File: src/cpu_pkg.sv
`default_nettype none

package cpu_pkg;

   // core word and byte enable widths
   localparam int word_w = 32;
   localparam int strb_w = 4;

   // kind of access taken from a core port
   typedef enum logic [1:0] {
      op_fetch = 2'd0,
      op_load  = 2'd1,
      op_store = 2'd2
   } cpu_op_e;

   // accepted request, handed from arbiter to issue block
   typedef struct packed {
      cpu_op_e           op;
      logic [word_w-1:0] addr;
      logic [word_w-1:0] wdata;
      logic [strb_w-1:0] wstrb;
   } cpu_req_t;

   // response toward a core port
   typedef struct packed {
      logic [word_w-1:0] rdata;
      logic              err;
   } cpu_rsp_t;

endpackage

`default_nettype wire

File: src/axi_pkg.sv
`default_nettype none

package axi_pkg;

   // bus widths
   localparam int addr_w  = 32;
   localparam int data_w  = 32;
   localparam int id_w    = 4;
   localparam int strb_w  = data_w / 8;

   // axi3 control field widths
   localparam int len_w   = 4;
   localparam int size_w  = 3;
   localparam int burst_w = 2;
   localparam int lock_w  = 2;
   localparam int cache_w = 4;
   localparam int prot_w  = 3;
   localparam int resp_w  = 2;

   // one id per core port
   localparam logic [id_w-1:0] ifu_id = 4'd0;
   localparam logic [id_w-1:0] lsu_id = 4'd1;

   localparam logic [resp_w-1:0]  resp_okay   = 2'b00;
   // 4 bytes per beat, fixed burst
   localparam logic [size_w-1:0]  size_word   = 3'b010;
   localparam logic [burst_w-1:0] burst_fixed = 2'b00;

   typedef struct packed {
      logic [id_w-1:0]    id;
      logic [addr_w-1:0]  addr;
      logic [len_w-1:0]   len;
      logic [size_w-1:0]  size;
      logic [burst_w-1:0] burst;
      logic [lock_w-1:0]  lock;
      logic [cache_w-1:0] cache;
      logic [prot_w-1:0]  prot;
   } ar_chan_t;

   // same layout as the read address channel
   typedef struct packed {
      logic [id_w-1:0]    id;
      logic [addr_w-1:0]  addr;
      logic [len_w-1:0]   len;
      logic [size_w-1:0]  size;
      logic [burst_w-1:0] burst;
      logic [lock_w-1:0]  lock;
      logic [cache_w-1:0] cache;
      logic [prot_w-1:0]  prot;
   } aw_chan_t;

   typedef struct packed {
      logic [id_w-1:0]   id;
      logic [data_w-1:0] data;
      logic [strb_w-1:0] strb;
      logic              last;
   } w_chan_t;

   typedef struct packed {
      logic [id_w-1:0]   id;
      logic [data_w-1:0] data;
      logic [resp_w-1:0] resp;
      logic              last;
   } r_chan_t;

   typedef struct packed {
      logic [id_w-1:0]   id;
      logic [resp_w-1:0] resp;
   } b_chan_t;

endpackage

`default_nettype wire
File: src/cpu_axi_bridge.sv
`timescale 1ns/1ns
`default_nettype none

module cpu_axi_bridge (
   input  wire logic              aclk,
   input  wire logic              rst_n,
   // fetch port
   input  wire logic              inst_req,
   input  wire logic [31:0]       inst_addr,
   input  wire logic              inst_cancel,
   output logic                   inst_addr_ok,
   output logic                   inst_valid,
   output cpu_pkg::cpu_rsp_t      inst_rsp,
   // load/store port
   input  wire logic              data_req,
   input  wire logic              data_wr,
   input  wire logic [31:0]       data_addr,
   input  wire logic [31:0]       data_wdata,
   input  wire logic [3:0]        data_wstrb,
   output logic                   data_addr_ok,
   output logic                   data_ok,
   output cpu_pkg::cpu_rsp_t      data_rsp,
   // axi
   output axi_pkg::ar_chan_t      ar,
   output logic                   arvalid,
   input  wire logic              arready,
   input  wire axi_pkg::r_chan_t  r,
   input  wire logic              rvalid,
   output logic                   rready,
   output axi_pkg::aw_chan_t      aw,
   output logic                   awvalid,
   input  wire logic              awready,
   output axi_pkg::w_chan_t       w,
   output logic                   wvalid,
   input  wire logic              wready,
   input  wire axi_pkg::b_chan_t  b,
   input  wire logic              bvalid,
   output logic                   bready
);

   logic              issue_valid;
   cpu_pkg::cpu_req_t issue_req;
   logic              rd_busy;
   logic              wr_busy;
   logic              rd_done;
   logic              wr_done;
   logic              rd_is_fetch;

   // grant and slot tracking
   bridge_req_arbiter u_arb (
      .aclk         (aclk),
      .rst_n        (rst_n),
      .inst_req     (inst_req),
      .inst_addr    (inst_addr),
      .data_req     (data_req),
      .data_wr      (data_wr),
      .data_addr    (data_addr),
      .data_wdata   (data_wdata),
      .data_wstrb   (data_wstrb),
      .rd_done      (rd_done),
      .wr_done      (wr_done),
      .inst_addr_ok (inst_addr_ok),
      .data_addr_ok (data_addr_ok),
      .rd_busy      (rd_busy),
      .wr_busy      (wr_busy),
      .issue_valid  (issue_valid),
      .issue_req    (issue_req)
   );

   // ar / aw / w drivers
   bridge_axi_issue u_issue (
      .aclk        (aclk),
      .rst_n       (rst_n),
      .issue_valid (issue_valid),
      .issue_req   (issue_req),
      .ar          (ar),
      .arvalid     (arvalid),
      .arready     (arready),
      .aw          (aw),
      .awvalid     (awvalid),
      .awready     (awready),
      .w           (w),
      .wvalid      (wvalid),
      .wready      (wready),
      .rd_is_fetch (rd_is_fetch)
   );

   // r / b back to the core
   bridge_resp_router u_route (
      .aclk        (aclk),
      .rst_n       (rst_n),
      .r           (r),
      .rvalid      (rvalid),
      .rready      (rready),
      .b           (b),
      .bvalid      (bvalid),
      .bready      (bready),
      .rd_is_fetch (rd_is_fetch),
      .rd_busy     (rd_busy),
      .wr_busy     (wr_busy),
      .inst_cancel (inst_cancel),
      .inst_valid  (inst_valid),
      .inst_rsp    (inst_rsp),
      .data_ok     (data_ok),
      .data_rsp    (data_rsp),
      .rd_done     (rd_done),
      .wr_done     (wr_done)
   );

endmodule

`default_nettype wire

File: src/bridge_resp_router.sv
`timescale 1ns/1ns
`default_nettype none

module bridge_resp_router (
   input  wire logic              aclk,
   input  wire logic              rst_n,
   input  wire axi_pkg::r_chan_t  r,
   input  wire logic              rvalid,
   output logic                   rready,
   input  wire axi_pkg::b_chan_t  b,
   input  wire logic              bvalid,
   output logic                   bready,
   input  wire logic              rd_is_fetch,
   input  wire logic              rd_busy,
   input  wire logic              wr_busy,
   input  wire logic              inst_cancel,
   output logic                   inst_valid,
   output cpu_pkg::cpu_rsp_t      inst_rsp,
   output logic                   data_ok,
   output cpu_pkg::cpu_rsp_t      data_rsp,
   output logic                   rd_done,
   output logic                   wr_done
);

   logic r_fire;
   logic b_fire;
   logic r_ifu;
   logic r_err;
   logic b_err;
   logic cancelled;
   logic drop_fetch;

   // ready only while something is outstanding, never back-pressure
   assign rready = rd_busy;
   assign bready = wr_busy;

   assign r_fire = rvalid & rready;
   assign b_fire = bvalid & bready;
   assign r_ifu  = (r.id == axi_pkg::ifu_id);
   assign r_err  = (r.resp != axi_pkg::resp_okay);
   assign b_err  = (b.resp != axi_pkg::resp_okay);

   // cancel may also arrive in the response cycle itself
   assign drop_fetch = cancelled | inst_cancel;

   // fetch port
   assign inst_valid     = r_fire & r_ifu & ~drop_fetch;
   assign inst_rsp.rdata = r.data;
   assign inst_rsp.err   = r_err;

   // load/store port, read data or write ack
   assign data_ok        = (r_fire & ~r_ifu) | b_fire;
   assign data_rsp.rdata = r.data;
   assign data_rsp.err   = (r_fire & ~r_ifu) ? r_err : b_err;

   // slot is freed even for a dropped fetch
   assign rd_done = r_fire;
   assign wr_done = b_fire;

   // remember a cancel until the dead fetch comes back
   always_ff @(posedge aclk or negedge rst_n) begin
      if (!rst_n) begin
         cancelled <= 1'b0;
      end else if (r_fire & r_ifu) begin
         cancelled <= 1'b0;
      end else if (inst_cancel & rd_busy & rd_is_fetch) begin
         cancelled <= 1'b1;
      end
   end

   // returned id agrees with what the issue block sent
   a_rid_match: assert property (@(posedge aclk) disable iff (!rst_n)
      r_fire |-> r.id == (rd_is_fetch ? axi_pkg::ifu_id : axi_pkg::lsu_id));

endmodule

`default_nettype wire

File: src/bridge_axi_issue.sv
`timescale 1ns/1ns
`default_nettype none

module bridge_axi_issue (
   input  wire logic               aclk,
   input  wire logic               rst_n,
   input  wire logic               issue_valid,
   input  wire cpu_pkg::cpu_req_t  issue_req,
   output axi_pkg::ar_chan_t       ar,
   output logic                    arvalid,
   input  wire logic               arready,
   output axi_pkg::aw_chan_t       aw,
   output logic                    awvalid,
   input  wire logic               awready,
   output axi_pkg::w_chan_t        w,
   output logic                    wvalid,
   input  wire logic               wready,
   output logic                    rd_is_fetch
);

   logic                         new_ar;
   logic                         new_wr;
   logic                         fetch_req;
   logic [axi_pkg::id_w-1:0]     req_id;
   axi_pkg::ar_chan_t            ar_new;
   axi_pkg::ar_chan_t            ar_q;
   axi_pkg::aw_chan_t            aw_new;
   axi_pkg::aw_chan_t            aw_q;
   axi_pkg::w_chan_t             w_new;
   axi_pkg::w_chan_t             w_q;
   logic                         ar_pend;
   logic                         aw_pend;
   logic                         w_pend;
   logic                         is_fetch_q;

   assign fetch_req = (issue_req.op == cpu_pkg::op_fetch);
   assign new_ar    = issue_valid & (issue_req.op != cpu_pkg::op_store);
   assign new_wr    = issue_valid & (issue_req.op == cpu_pkg::op_store);
   assign req_id    = fetch_req ? axi_pkg::ifu_id : axi_pkg::lsu_id;

   // single beat, one word, no special attributes
   always_comb begin
      ar_new.id    = req_id;
      ar_new.addr  = issue_req.addr;
      ar_new.len   = '0;
      ar_new.size  = axi_pkg::size_word;
      ar_new.burst = axi_pkg::burst_fixed;
      ar_new.lock  = '0;
      ar_new.cache = '0;
      ar_new.prot  = '0;
      aw_new       = axi_pkg::aw_chan_t'(ar_new);
      w_new.id     = req_id;
      w_new.data   = issue_req.wdata;
      w_new.strb   = issue_req.wstrb;
      w_new.last   = 1'b1;
   end

   // valid goes out in the issue cycle, then held from the pend flag
   // issue_valid :  _-_____
   // xready      :  ____-_
   // xvalid      :  _----_
   assign arvalid = new_ar | ar_pend;
   assign awvalid = new_wr | aw_pend;
   assign wvalid  = new_wr | w_pend;

   assign ar = ar_pend ? ar_q : ar_new;
   assign aw = aw_pend ? aw_q : aw_new;
   assign w  = w_pend  ? w_q  : w_new;

   // cover the issue cycle too, a cancel can land there
   assign rd_is_fetch = new_ar ? fetch_req : is_fetch_q;

   always_ff @(posedge aclk or negedge rst_n) begin
      if (!rst_n) begin
         ar_pend    <= 1'b0;
         aw_pend    <= 1'b0;
         w_pend     <= 1'b0;
         is_fetch_q <= 1'b0;
      end else begin
         // aw and w finish on their own
         ar_pend <= arvalid & ~arready;
         aw_pend <= awvalid & ~awready;
         w_pend  <= wvalid & ~wready;
         if (new_ar) begin
            is_fetch_q <= fetch_req;
         end
      end
   end

   // channel copies for back-pressure
   always_ff @(posedge aclk) begin
      if (new_ar) begin
         ar_q <= ar_new;
      end
      if (new_wr) begin
         aw_q <= aw_new;
         w_q  <= w_new;
      end
   end

   // valid held and payload stable until the handshake
   a_ar_hold: assert property (@(posedge aclk) disable iff (!rst_n)
      arvalid && !arready |=> arvalid && $stable(ar));
   a_aw_hold: assert property (@(posedge aclk) disable iff (!rst_n)
      awvalid && !awready |=> awvalid && $stable(aw));
   a_w_hold: assert property (@(posedge aclk) disable iff (!rst_n)
      wvalid && !wready |=> wvalid && $stable(w));

endmodule

`default_nettype wire

File: src/bridge_req_arbiter.sv
`timescale 1ns/1ns
`default_nettype none

module bridge_req_arbiter (
   input  wire logic             aclk,
   input  wire logic             rst_n,
   input  wire logic             inst_req,
   input  wire logic [31:0]      inst_addr,
   input  wire logic             data_req,
   input  wire logic             data_wr,
   input  wire logic [31:0]      data_addr,
   input  wire logic [31:0]      data_wdata,
   input  wire logic [3:0]       data_wstrb,
   input  wire logic             rd_done,
   input  wire logic             wr_done,
   output logic                  inst_addr_ok,
   output logic                  data_addr_ok,
   output logic                  rd_busy,
   output logic                  wr_busy,
   output logic                  issue_valid,
   output cpu_pkg::cpu_req_t     issue_req
);

   logic              ld_busy;
   logic              rd_grant;
   logic              wr_grant;
   cpu_pkg::cpu_req_t grant_req;

   // loads and stores share data_ok, so one waits for the other to finish
   // keeps responses in order; fetch and store may overlap freely
   assign data_addr_ok = data_req & (data_wr ? (~wr_busy & ~ld_busy)
                                             : (~rd_busy & ~wr_busy));

   // fetch only when the read slot is free and the data port is not taking this cycle
   assign inst_addr_ok = inst_req & ~rd_busy & ~data_addr_ok;

   assign rd_grant = inst_addr_ok | (data_addr_ok & ~data_wr);
   assign wr_grant = data_addr_ok & data_wr;

   // mux the winning port into one request word
   always_comb begin
      if (data_addr_ok) begin
         grant_req.op    = data_wr ? cpu_pkg::op_store : cpu_pkg::op_load;
         grant_req.addr  = data_addr;
         grant_req.wdata = data_wdata;
         grant_req.wstrb = data_wstrb;
      end else begin
         grant_req.op    = cpu_pkg::op_fetch;
         grant_req.addr  = inst_addr;
         grant_req.wdata = '0;
         grant_req.wstrb = '0;
      end
   end

   // slot flags go busy at the edge after acceptance and clear on done
   always_ff @(posedge aclk or negedge rst_n) begin
      if (!rst_n) begin
         rd_busy     <= 1'b0;
         wr_busy     <= 1'b0;
         ld_busy     <= 1'b0;
         issue_valid <= 1'b0;
      end else begin
         issue_valid <= rd_grant | wr_grant;
         if (rd_grant) begin
            rd_busy <= 1'b1;
         end else if (rd_done) begin
            rd_busy <= 1'b0;
         end
         // load part of the read slot
         if (data_addr_ok & ~data_wr) begin
            ld_busy <= 1'b1;
         end else if (rd_done) begin
            ld_busy <= 1'b0;
         end
         if (wr_grant) begin
            wr_busy <= 1'b1;
         end else if (wr_done) begin
            wr_busy <= 1'b0;
         end
      end
   end

   // payload only
   always_ff @(posedge aclk) begin
      if (rd_grant | wr_grant) begin
         issue_req <= grant_req;
      end
   end

   // a response only ever closes a slot that holds a transfer in flight
   a_rd_done_busy: assert property (@(posedge aclk) disable iff (!rst_n)
      rd_done |-> rd_busy);
   a_wr_done_busy: assert property (@(posedge aclk) disable iff (!rst_n)
      wr_done |-> wr_busy);

endmodule

`default_nettype wire

File: config.mk
export PLATFORM = sky130hd
export DESIGN_NAME = cpu_axi_bridge
export DESIGN_NICKNAME = d
export VERILOG_FILES = /design/src/cpu_pkg.sv /design/src/axi_pkg.sv /design/src/cpu_axi_bridge.sv /design/src/bridge_resp_router.sv /design/src/bridge_axi_issue.sv /design/src/bridge_req_arbiter.sv
export SDC_FILE = /design/constraint.sdc
export NUM_CORES = 1
export LEC_CHECK = 0
export BUFFER_PORTS_ARGS = -buffer_cell sky130_fd_sc_hd__clkbuf_2
export CORE_AREA = 2 2 146 148
export CTS_CLUSTER_DIAMETER = 50
export DETAILED_ROUTE_END_ITERATION = 12
export DIE_AREA = 0 0 148 150
export MAX_ROUTING_LAYER = met4
export PLACE_DENSITY = 0.75
export SLEW_MARGIN = 20
export SYNTH_ARGS = -nofsm -noshare
export SYNTH_HDL_FRONTEND = slang
export SYNTH_HIERARCHICAL = 1
export SYNTH_SLANG_ARGS = --single-unit
File: constraint.sdc
create_clock -name aclk -period 11.5 [get_ports aclk]
set_clock_uncertainty 0.2 [all_clocks]
set_input_delay 0.575 -clock aclk [delete_from_list [all_inputs] [get_ports aclk]]
set_output_delay 0.575 -clock aclk [all_outputs]
set_load 0.01 [all_outputs]
==> results of run 1 <==
-- through the flow --
stage / cell area, um^2 / utilization, % / cells / hold slack, ns / total power, W
global route: 10100 / 48.6 / 987 / 0.0824 / 0.00255
CTS: 10100 / 48.6 / 987 / 0.0779 / 0.00246
finish: 10100 / 48.6 / 987 / 0.101 / 0.00242
floorplan: 9010 / - / 575 / 0.0794 / 0.00167
global placement: 9500 / 45.9 / 954 / 0.231 / 0.00190
detailed placement: 9500 / 45.9 / 954 / 0.243 / 0.00192
-- metal layers --
| metal | vias up | track usage [%] | wire, um |
|---|---|---|---|
| li1 | 2099 | - | - |
| met1 | 2172 | 16.8 | 6620 |
| met2 | 243 | 29.4 | 9910 |
| met3 | 22 | 5.49 | 1550 |
| met4 | 0 | 5.86 | 334 |
| met5 | - | - | 0 |
-- cell families after synthesis --
family | after synthesis | share of synthesized area, %
buffers and inverters | 139 | 12.3
multiplexers | 135 | 21.0
other | 2 | 0.0849
flip-flops | 181 | 61.0
AO/OA/AOI/OAI | 17 | 1.49
AND/OR/NAND/NOR | 57 | 4.23
-- cell type report --
class | count | area share, %
Inverter | 7 | 0.261
Timing Repair Buffer | 237 | 11.9
Tap cell | 275 | 3.42
Sequential cell | 181 | 53.6
Clock buffer | 17 | 4.23
Clock inverter | 15 | 1.23
Multi-Input combinational cell | 255 | 25.3
-- cell usage after synthesis --
library cell	count
edfxtp_1	172
buf_4	113
mux2_4	89
and2_1	38
mux2_2	38
buf_6	12
dfrtp_1	9
mux2_1	8
inv_1	6
a21oi_1	4
nand2b_1	4
buf_12	3
clkbuf_1	3
nand2_1	3
nor2_1	3
nor2b_1	3
conb_1	2
o21ai_0	2
o21bai_1	2
a211oi_4	1
a21o_1	1
a22o_1	1
a22oi_1	1
a2bb2oi_1	1
a31oi_1	1
buf_2	1
inv_2	1
nand3b_1	1
nor3_1	1
nor4_4	1
nor4b_4	1
o21ba_2	1
o31a_2	1
o31ai_1	1
or2_1	1
or2_2	1
-- registers in the layout, indices dropped and copies added (netlist names) --
signal              flops
u_arb/rd_busy           1
u_issue/w_pend          1
u_issue/is_fetch_q      1
u_issue/ar_pend         1
u_route/cancelled       1
u_issue/aw_q           33
u_issue/ar_q           33
u_arb/ld_busy           1
u_arb/wr_busy           1
u_issue/aw_pend         1
u_arb/issue_valid       1
u_issue/w_q            36
u_arb/issue_req        70
-- cells in the final DEF (no fill, tap or decap), drive strengths merged, types with 2 or more instances in the layout --
cell type	instances
nor2	3
o21ai	2
or2	2
o21bai	2
nand2b	4
nor2b	3
and2	38
mux2	135
buf	4
inv	13
conb	46
a21oi	4
clkinv	5
clkinvlp	4
dfrtp	9
nand2	3
clkbuf	249
edfxtp	172
-- worst max-delay path, cell delays in order (launching register included) --
cell and delay [ns]:
dfrtp_1 0.40, nand2b_1 0.26, a211oi_4 0.26, buf_4 0.62, clkbuf_2 0.25
-- timing repair --
action,in CTS,in global routing
hold buffers,1,0
buffers inserted,0,0
gates resized for setup,0,0
hold endpoints to repair,9,0
-- worst paths after layout --
| check | endpoint | cells past startpoint |
|---|---|---|
| setup reg to reg | u_issue/aw_q[28] | 3 |
| setup / recovery | data_addr_ok | 4 |
| min in group asynchronous | u_arb/wr_busy | 2 |
| max in group asynchronous | u_issue/w_pend | 2 |
| hold reg to reg | u_issue/w_q[22] | 0 |
| hold / removal | u_issue/w_pend | 2 |
-- where the power goes --
group	internal, W	switching, W	total, W
combinational	0.000396	0.000407	0.000803
sequential	0.000981	0.000102	0.00108
clock	0.000283	0.000255	0.000538
==> reports/qor.yml, run 1 <==
clock_tree:
  cts_htree_levels: 4
  cts.path.max_buffers: 2
  clock_latency_ns: 0.42
  cts_buffers: 17
  clk_pin_slew_ns: 0.07
  tritoncts: "built"
  cts_root_buffer: "clkbuf_16"
  clock-sinks: 181
place:
  port_buffers: 232
  dp_slack_ns: 8.75
  gp_congestion: 0.748
  dp_hpwl_mm: 13.6
global_route:
  grt_pass1_wl_mm: 25.8
  grt_overflow: 0
  grt_pass1_vias: 4286
  globalRouteTotalUtil_pct: 16.4
  grt_max_degree: 72
  antenna_found_initial: 0
critical_path:
  cp_max_fo: 71
  critPathLaunchType: "register"
  worstPathRequired_ns: 10.73
  r2r_setup_slack_ns: 8.92
  path_class: "reg -> out"
  cp-startpoint: "u_arb/wr_busy"
  worstSetupEndpointType: "output port"
  arrival_ns: 2.24
  reg2reg_from: "u_arb/issue_req[68]"
timing:
  hold_viol: 0
  fin_crit_sh_pct: 26.2
  relSlewSlack_pct: 28.3
  worstMarginPinSlew_ns: 1.08
  setup_ws_ns: 8.48
  setup_tns_ns: 0
  fmax_mhz: 332
  slew_viol_final: 0
  rsz0062_at_grt: "no"
  layout_min_cycle_time_ns: 3.02
  finalSetupViolations: 0
synth:
  avgSynthCellArea_um2: 16.7
  ys_warn_count: 6
  synthCells: 531
  yosys.area.top_type: "edfxtp_1"
  synth_top_cells_by_area: "edfxtp_1, mux2_4, buf_4"
  synth_top_area_share_pct: 58.4
  yosys_register_bits: 181
  synth_seq_area_share_pct: 61.0
  syn_area_um2: 8840
  yosysUniqueCellTypes: 36
final_layout:
  nFillCells: 1822
  syn_to_final_growth_pct: 13.8
  finalNetCount: 855
  ff_latch_area_um2: 5390
  layout-drive-gt1-share_pct: 57.2
  multi_input_area_um2: 2550
  antennaDiodeCount: 0
routing:
  drt_wl_total_mm: 18.4
  ant_nets: 0
  drt_pass1_iterations: 4
  drt_iter0_markers: 157
  drc_errors: 0
  vias: 4536
  via_per_inst: 4.60
  wl_per_cell_um: 18.7
power_and_ir_drop:
  power.density_nw_per_um2: 241
  ir_drop_v: 0.0000864
  p_leak_nw: 4.17
run:
  maxCapViolCount: 0
floorplanning:
  start_util_pct: 42.7
  die_area_um2: 22200
  core_area_um2: 20700
  chipWidth_um: 148
  num_rows: 53
  ios: 380
  die_height_um: 150
outcome:
  outcome: "complete, no violations"
min_path:
  hold_class: "in -> reg"
  min-delay-start: "wready"
Power figures use the tool's default switching activity.
==> run 2: changes to the inputs <==
- CORE_AREA: 2 2 146 148 -> 2 2 148 150
- DIE_AREA: 0 0 148 150 -> 0 0 150 152
- PLACE_DENSITY: 0.75 -> 0.74
- clock period: 11.5 -> 2.85 ns (I/O delays scaled with it)
==> reports/qor.yml, run 2 (synthesized netlist as in run 1, its figures left out) <==
floorplanning:
  start_util_pct: 41.4
  die_area_um2: 22800
  die_height_um: 152
  core_area_um2: 21400
  chipWidth_um: 150
  num_rows: 54
  ios: 380
routing:
  drc_errors: 0
  vias: 5055
  via_per_inst: 4.57
  wl_per_cell_um: 17.7
  drt_pass1_iterations: 5
  drt_wl_total_mm: 19.5
  ant_nets: 0
  drt_iter0_markers: 176
critical_path:
  cp_max_fo: 40
  worstPathRequired_ns: 2.81
  critPathLaunchType: "register"
  worstSetupEndpointType: "register"
  arrival_ns: 2.73
  path_class: "reg -> reg"
timing:
  slew_viol_final: 0
  layout_min_cycle_time_ns: 2.77
  setup_ws_ns: 0.0825
  hold_viol: 0
  setup_tns_ns: 0
  worstMarginPinSlew_ns: 0.534
  whs_ns: 0.0850
  rsz0062_at_grt: "no"
  finalSetupViolations: 0
  fin_crit_sh_pct: 97.1
  fmax_mhz: 361
  relSlewSlack_pct: 64.4
place:
  gp_congestion: 0.783
  dp_slack_ns: 0.608
  place_area_um2: 9620
  dp_hpwl_mm: 13.2
  port_buffers: 232
final_layout:
  final_common_cell: "clkbuf_2"
  regMostFlops: "u_arb/issue_req"
  antennaDiodeCount: 0
  multi_input_area_um2: 2550
  finalNetCount: 972
  nFillCells: 1739
  ff_latch_area_um2: 5390
  layout-drive-gt1-share_pct: 49.8
  largest_register_ffs: 70
  layout_common_cells: "clkbuf_2, edfxtp_1, dlygate4sd3_1"
  reg.largest.list: "u_arb/issue_req: 70 flops, u_issue/w_q: 36 flops"
  final_cell_area_um2: 11400
  syn_to_final_growth_pct: 28.8
clock_tree:
  cts_buffers: 17
  cts_root_buffer: "clkbuf_16"
  cts.path.max_buffers: 2
  tritoncts: "built"
  post_cts_buffers: 0
  clock_latency_ns: 0.42
  clk_pin_slew_ns: 0.07
  cts_htree_levels: 4
  clock-sinks: 181
global_route:
  grt_overflow: 0
  globalRouteTotalUtil_pct: 17.4
  grt_pass1_vias: 5109
  antenna_found_initial: 0
  grt_pass1_wl_mm: 29.0
  grt_max_degree: 42
power_and_ir_drop:
  p_leak_nw: 4.74
  power.density_nw_per_um2: 926
  ir_drop_v: 0.000367
outcome:
  outcome: "complete, no violations"
run:
  maxCapViolCount: 0
min_path:
  hold_class: "in -> out"
run 2: metal layers:
layer | global-route usage, % | share of wire [%]
met1 | 17.5 | 37
met5 | - | 0
met4 | 5.57 | 1.8
met3 | 5.02 | 7.6
met2 | 32.1 | 54
run 2: area by class of cell:
| cell class | count | area share [%] |
|---|---|---|
| multi-input combinational | 255 | 22.4 |
| sequential | 181 | 47.4 |
| timing repair buffer | 354 | 21.3 |
| tap | 280 | 3.08 |
| inverter | 7 | 0.242 |
| clock buffer | 17 | 3.74 |
| clock inverter | 13 | 1.92 |
run 2: through the flow:
step / power [W] / util [%] / std cells
floorplan: 0.00671 / - / 575
global placement: 0.00776 / 45.0 / 965
detailed placement: 0.00784 / 45.0 / 965
CTS: 0.0107 / 53.3 / 1107
global route: 0.0111 / 53.3 / 1107
finish: 0.0105 / 53.3 / 1107
run 2: worst max-delay path, stage by stage, from the launching register on:
cell           delay (ns)
dfrtp_1              0.41
nand2b_1             0.26
a211oi_4             0.30
buf_4                0.38
mux2_2               0.38
dlygate4sd3_1        0.55
run 2: worst paths after layout:
path | slack [ns] | cells past startpoint | to | startpoint
max reg2reg | 0.08 | 5 | u_arb/issue_req[66] | u_arb/wr_busy
max | 0.08 | 5 | u_arb/issue_req[66] | u_arb/wr_busy
min in group asynchronous | 0.55 | 3 | u_arb/rd_busy | rst_n
min reg2reg | 0.24 | 0 | u_issue/w_q[6] | u_arb/issue_req[5]
max in group asynchronous | 1.57 | 3 | u_issue/ar_pend | rst_n
min | 0.09 | 0 | inst_rsp[9] | r[11]
run 2: where the power goes:
| group | total [W] | internal, W | switching, W |
|---|---|---|---|
| registers | 0.00435 | 0.00394 | 0.000403 |
| clock network | 0.00257 | 0.00157 | 0.00100 |
| logic | 0.00362 | 0.00189 | 0.00174 |
| total | 0.0105 | 0.00740 | 0.00314 |
run 2: repair_timing:
item | 4_1_cts | 5_1_grt
endpoints found under the setup margin | 0 | 27
hold endpoints to repair | 87 | 0
resized for setup | 0 | 1
hold buffers | 112 | 0
==> run 3: changes to the inputs <==
--- a/config.mk
+++ b/config.mk
@@ -12,2 +12,3 @@
 export DIE_AREA = 0 0 150 152
+export GPL_ROUTABILITY_DRIVEN = 0
 export MAX_ROUTING_LAYER = met4
--- a/constraint.sdc
+++ b/constraint.sdc
@@ -4,2 +4,2 @@
 set_output_delay 0.1425 -clock aclk [all_outputs]
-set_load 0.01 [all_outputs]
+set_load 0.005 [all_outputs]
==> reports/qor.yml, run 3 (synthesized netlist as in run 1, its figures left out) <==
routing:
  ant_nets: 0
  dr_wl_met3_mm: 1.63
  drt_iter0_markers: 218
  drc_errors: 0
  wl_met1_mm: 7.34
  wl_met2_mm: 10.6
  wl_per_cell_um: 17.9
  top_layer_used: "met4"
  vias: 4980
  drt_wl_total_mm: 19.8
  drt_pass1_iterations: 5
  via_per_inst: 4.49
power_and_ir_drop:
  pwr-share-clk_pct: 22.7
  p_leak_nw: 4.69
  p_int_w: 0.00706
  seq_power_share_pct: 44.1
  power_switching_w: 0.00289
  p_sw_share_pct: 29.0
  comb_power_share_pct: 33.2
  ir_drop_v: 0.000329
  power.density_nw_per_um2: 881
clock_tree:
  cts_htree_levels: 4
  clock-sinks: 181
  clk_pin_slew_ns: 0.07
  tritoncts: "built"
  clock_latency_ns: 0.42
  cts_buffers: 17
  cts.path.max_buffers: 2
  cts_root_buffer: "clkbuf_16"
critical_path:
  path_class: "reg -> reg"
  worstSetupEndpointType: "register"
  reg2reg_from: "u_arb/wr_busy"
  r2r-end: "u_arb/issue_req[56]"
  worstPathRequired_ns: 2.81
  cp_max_fo: 31
  critPathLaunchType: "register"
  r2r_setup_slack_ns: 0.09
  crit_chain: "nand2b_1, a211oi_4, buf_6, mux2_1, dlygate4sd3_1"
  slowest_delay_ns: 0.59
  r2r.worst_path.cells: 5
  cp_slowest_cell: "dlygate4sd3_1"
  arrival_ns: 2.72
timing:
  layout_min_cycle_time_ns: 2.76
  worstMarginPinSlew_ns: 0.547
  fmax_mhz: 362
  finalSetupViolations: 0
  fin_crit_sh_pct: 97.0
  setup_ws_ns: 0.0861
  relSlewSlack_pct: 63.5
  hold_viol: 0
  whs_ns: 0.0850
  slew_viol_final: 0
  rsz0062_at_grt: "yes"
final_layout:
  ff_latch_area_um2: 5390
  regMostFlops: "u_arb/issue_req"
  largest_register_ffs: 70
  reg.largest.list: "u_arb/issue_req: 70 flops, u_issue/w_q: 36 flops"
  syn_to_final_growth_pct: 27.8
  finalNetCount: 972
  nFillCells: 1777
  layout_common_cells: "clkbuf_2, edfxtp_1, dlygate4sd3_1"
  antennaDiodeCount: 0
  multi_input_area_um2: 2550
  final_common_cell: "clkbuf_2"
  layout-drive-gt1-share_pct: 49.8
floorplanning:
  ios: 380
  start_util_pct: 41.4
  num_rows: 54
  die_height_um: 152
  core_area_um2: 21400
  die_area_um2: 22800
  chipWidth_um: 150
place:
  dp_slack_ns: 0.605
  dp_hpwl_mm: 13.6
  port_buffers: 232
global_route:
  grt_max_degree: 41
  grt_overflow: 0
  grt_pass1_vias: 5024
  globalRouteTotalUtil_pct: 17.4
  antenna_found_initial: 0
  grt_pass1_wl_mm: 28.8
min_path:
  whs_endpoint: "inst_rsp[9]"
  hold_class: "in -> out"
  min_path_cells: 0
  min-delay-start: "r[11]"
run:
  maxCapViolCount: 0
outcome:
  outcome: "complete, no violations"
-- run 3: cell types whose count changed in the layout (fill, tap and decap cells not counted), sizes merged --
| cell | before | now |
|---|---|---|
| bufinv | 5 | 1 |
| buf | 10 | 11 |
| inv | 11 | 10 |
| dlygate4sd3 | 112 | 111 |
| clkinvlp | 0 | 2 |
| clkinv | 4 | 6 |
| clkbuf | 249 | 252 |
-- run 3: routing by layer --
metal | up-vias | GRT usage, %
met5 | - | -
met4 | 0 | 4.36
met3 | 13 | 5.17
met2 | 279 | 31.6
met1 | 2353 | 18.2
li1 | 2335 | -
-- run 3: what timing repair did --
item,4_1_cts,5_1_grt
resized for setup,0,2
buffers inserted,0,0
hold buffers,111,0
endpoints found under the setup margin,0,27
endpoints found under the hold margin,86,0
-- run 3: area by class of cell --
type,count,share of cell area (%)
clock buffers,20,3.95
clock inverters,12,1.06
inverters,7,0.244
multi-input cells,255,22.5
flip-flops and latches,181,47.7
well taps,280,3.10
repair buffers,354,21.4
-- run 3: how the worst max path moves through the flow --
stage | start | end | slack, ns | depth (start not counted)
floorplan | u_arb/wr_busy | u_arb/issue_req[0] | 0.001 | 4
global route | u_arb/wr_busy | u_arb/issue_req[53] | -0.005 | 5
CTS | u_arb/wr_busy | u_arb/issue_req[42] | 0.04 | 5
detailed placement | u_arb/wr_busy | u_arb/issue_req[42] | 0.61 | 4
finish | u_arb/wr_busy | u_arb/issue_req[56] | 0.09 | 5
global placement | u_arb/wr_busy | u_arb/issue_req[58] | 0.67 | 4
-- run 3: power groups by stage --
stage / clock, W / combinational [W] / sequential, W
2_1_floorplan: 0 / 0.00214 / 0.00425
3_3_place_gp: 0 / 0.00306 / 0.00442
3_5_place_dp: 0 / 0.00309 / 0.00447
4_1_cts: 0.00232 / 0.00333 / 0.00441
5_1_grt: 0.00242 / 0.00357 / 0.00449
6_report: 0.00226 / 0.00331 / 0.00439
-- run 3: worst max-delay path, delay by kind of cell, from the launching register on --
kind	cells	cell delay (ns)
AOI/OAI and AO/OA	1	0.31
buffers and inverters	2	0.92
DFF	1	0.40
muxes	1	0.38
and+or+nand+nor	1	0.26
-- run 3: through the flow --
step                      std cells  util, %  power [W]  TNS (ns)  cell area (um^2)
after floorplan                 575        -    0.00639         0              9010
after global placement          966     45.0    0.00748         0              9610
after detailed placement        966     45.0    0.00756         0              9610
after CTS                      1109     52.9     0.0101         0             11300
after global routing           1109     52.9     0.0105  -0.00630             11300
final                          1109     52.9    0.00996         0             11300
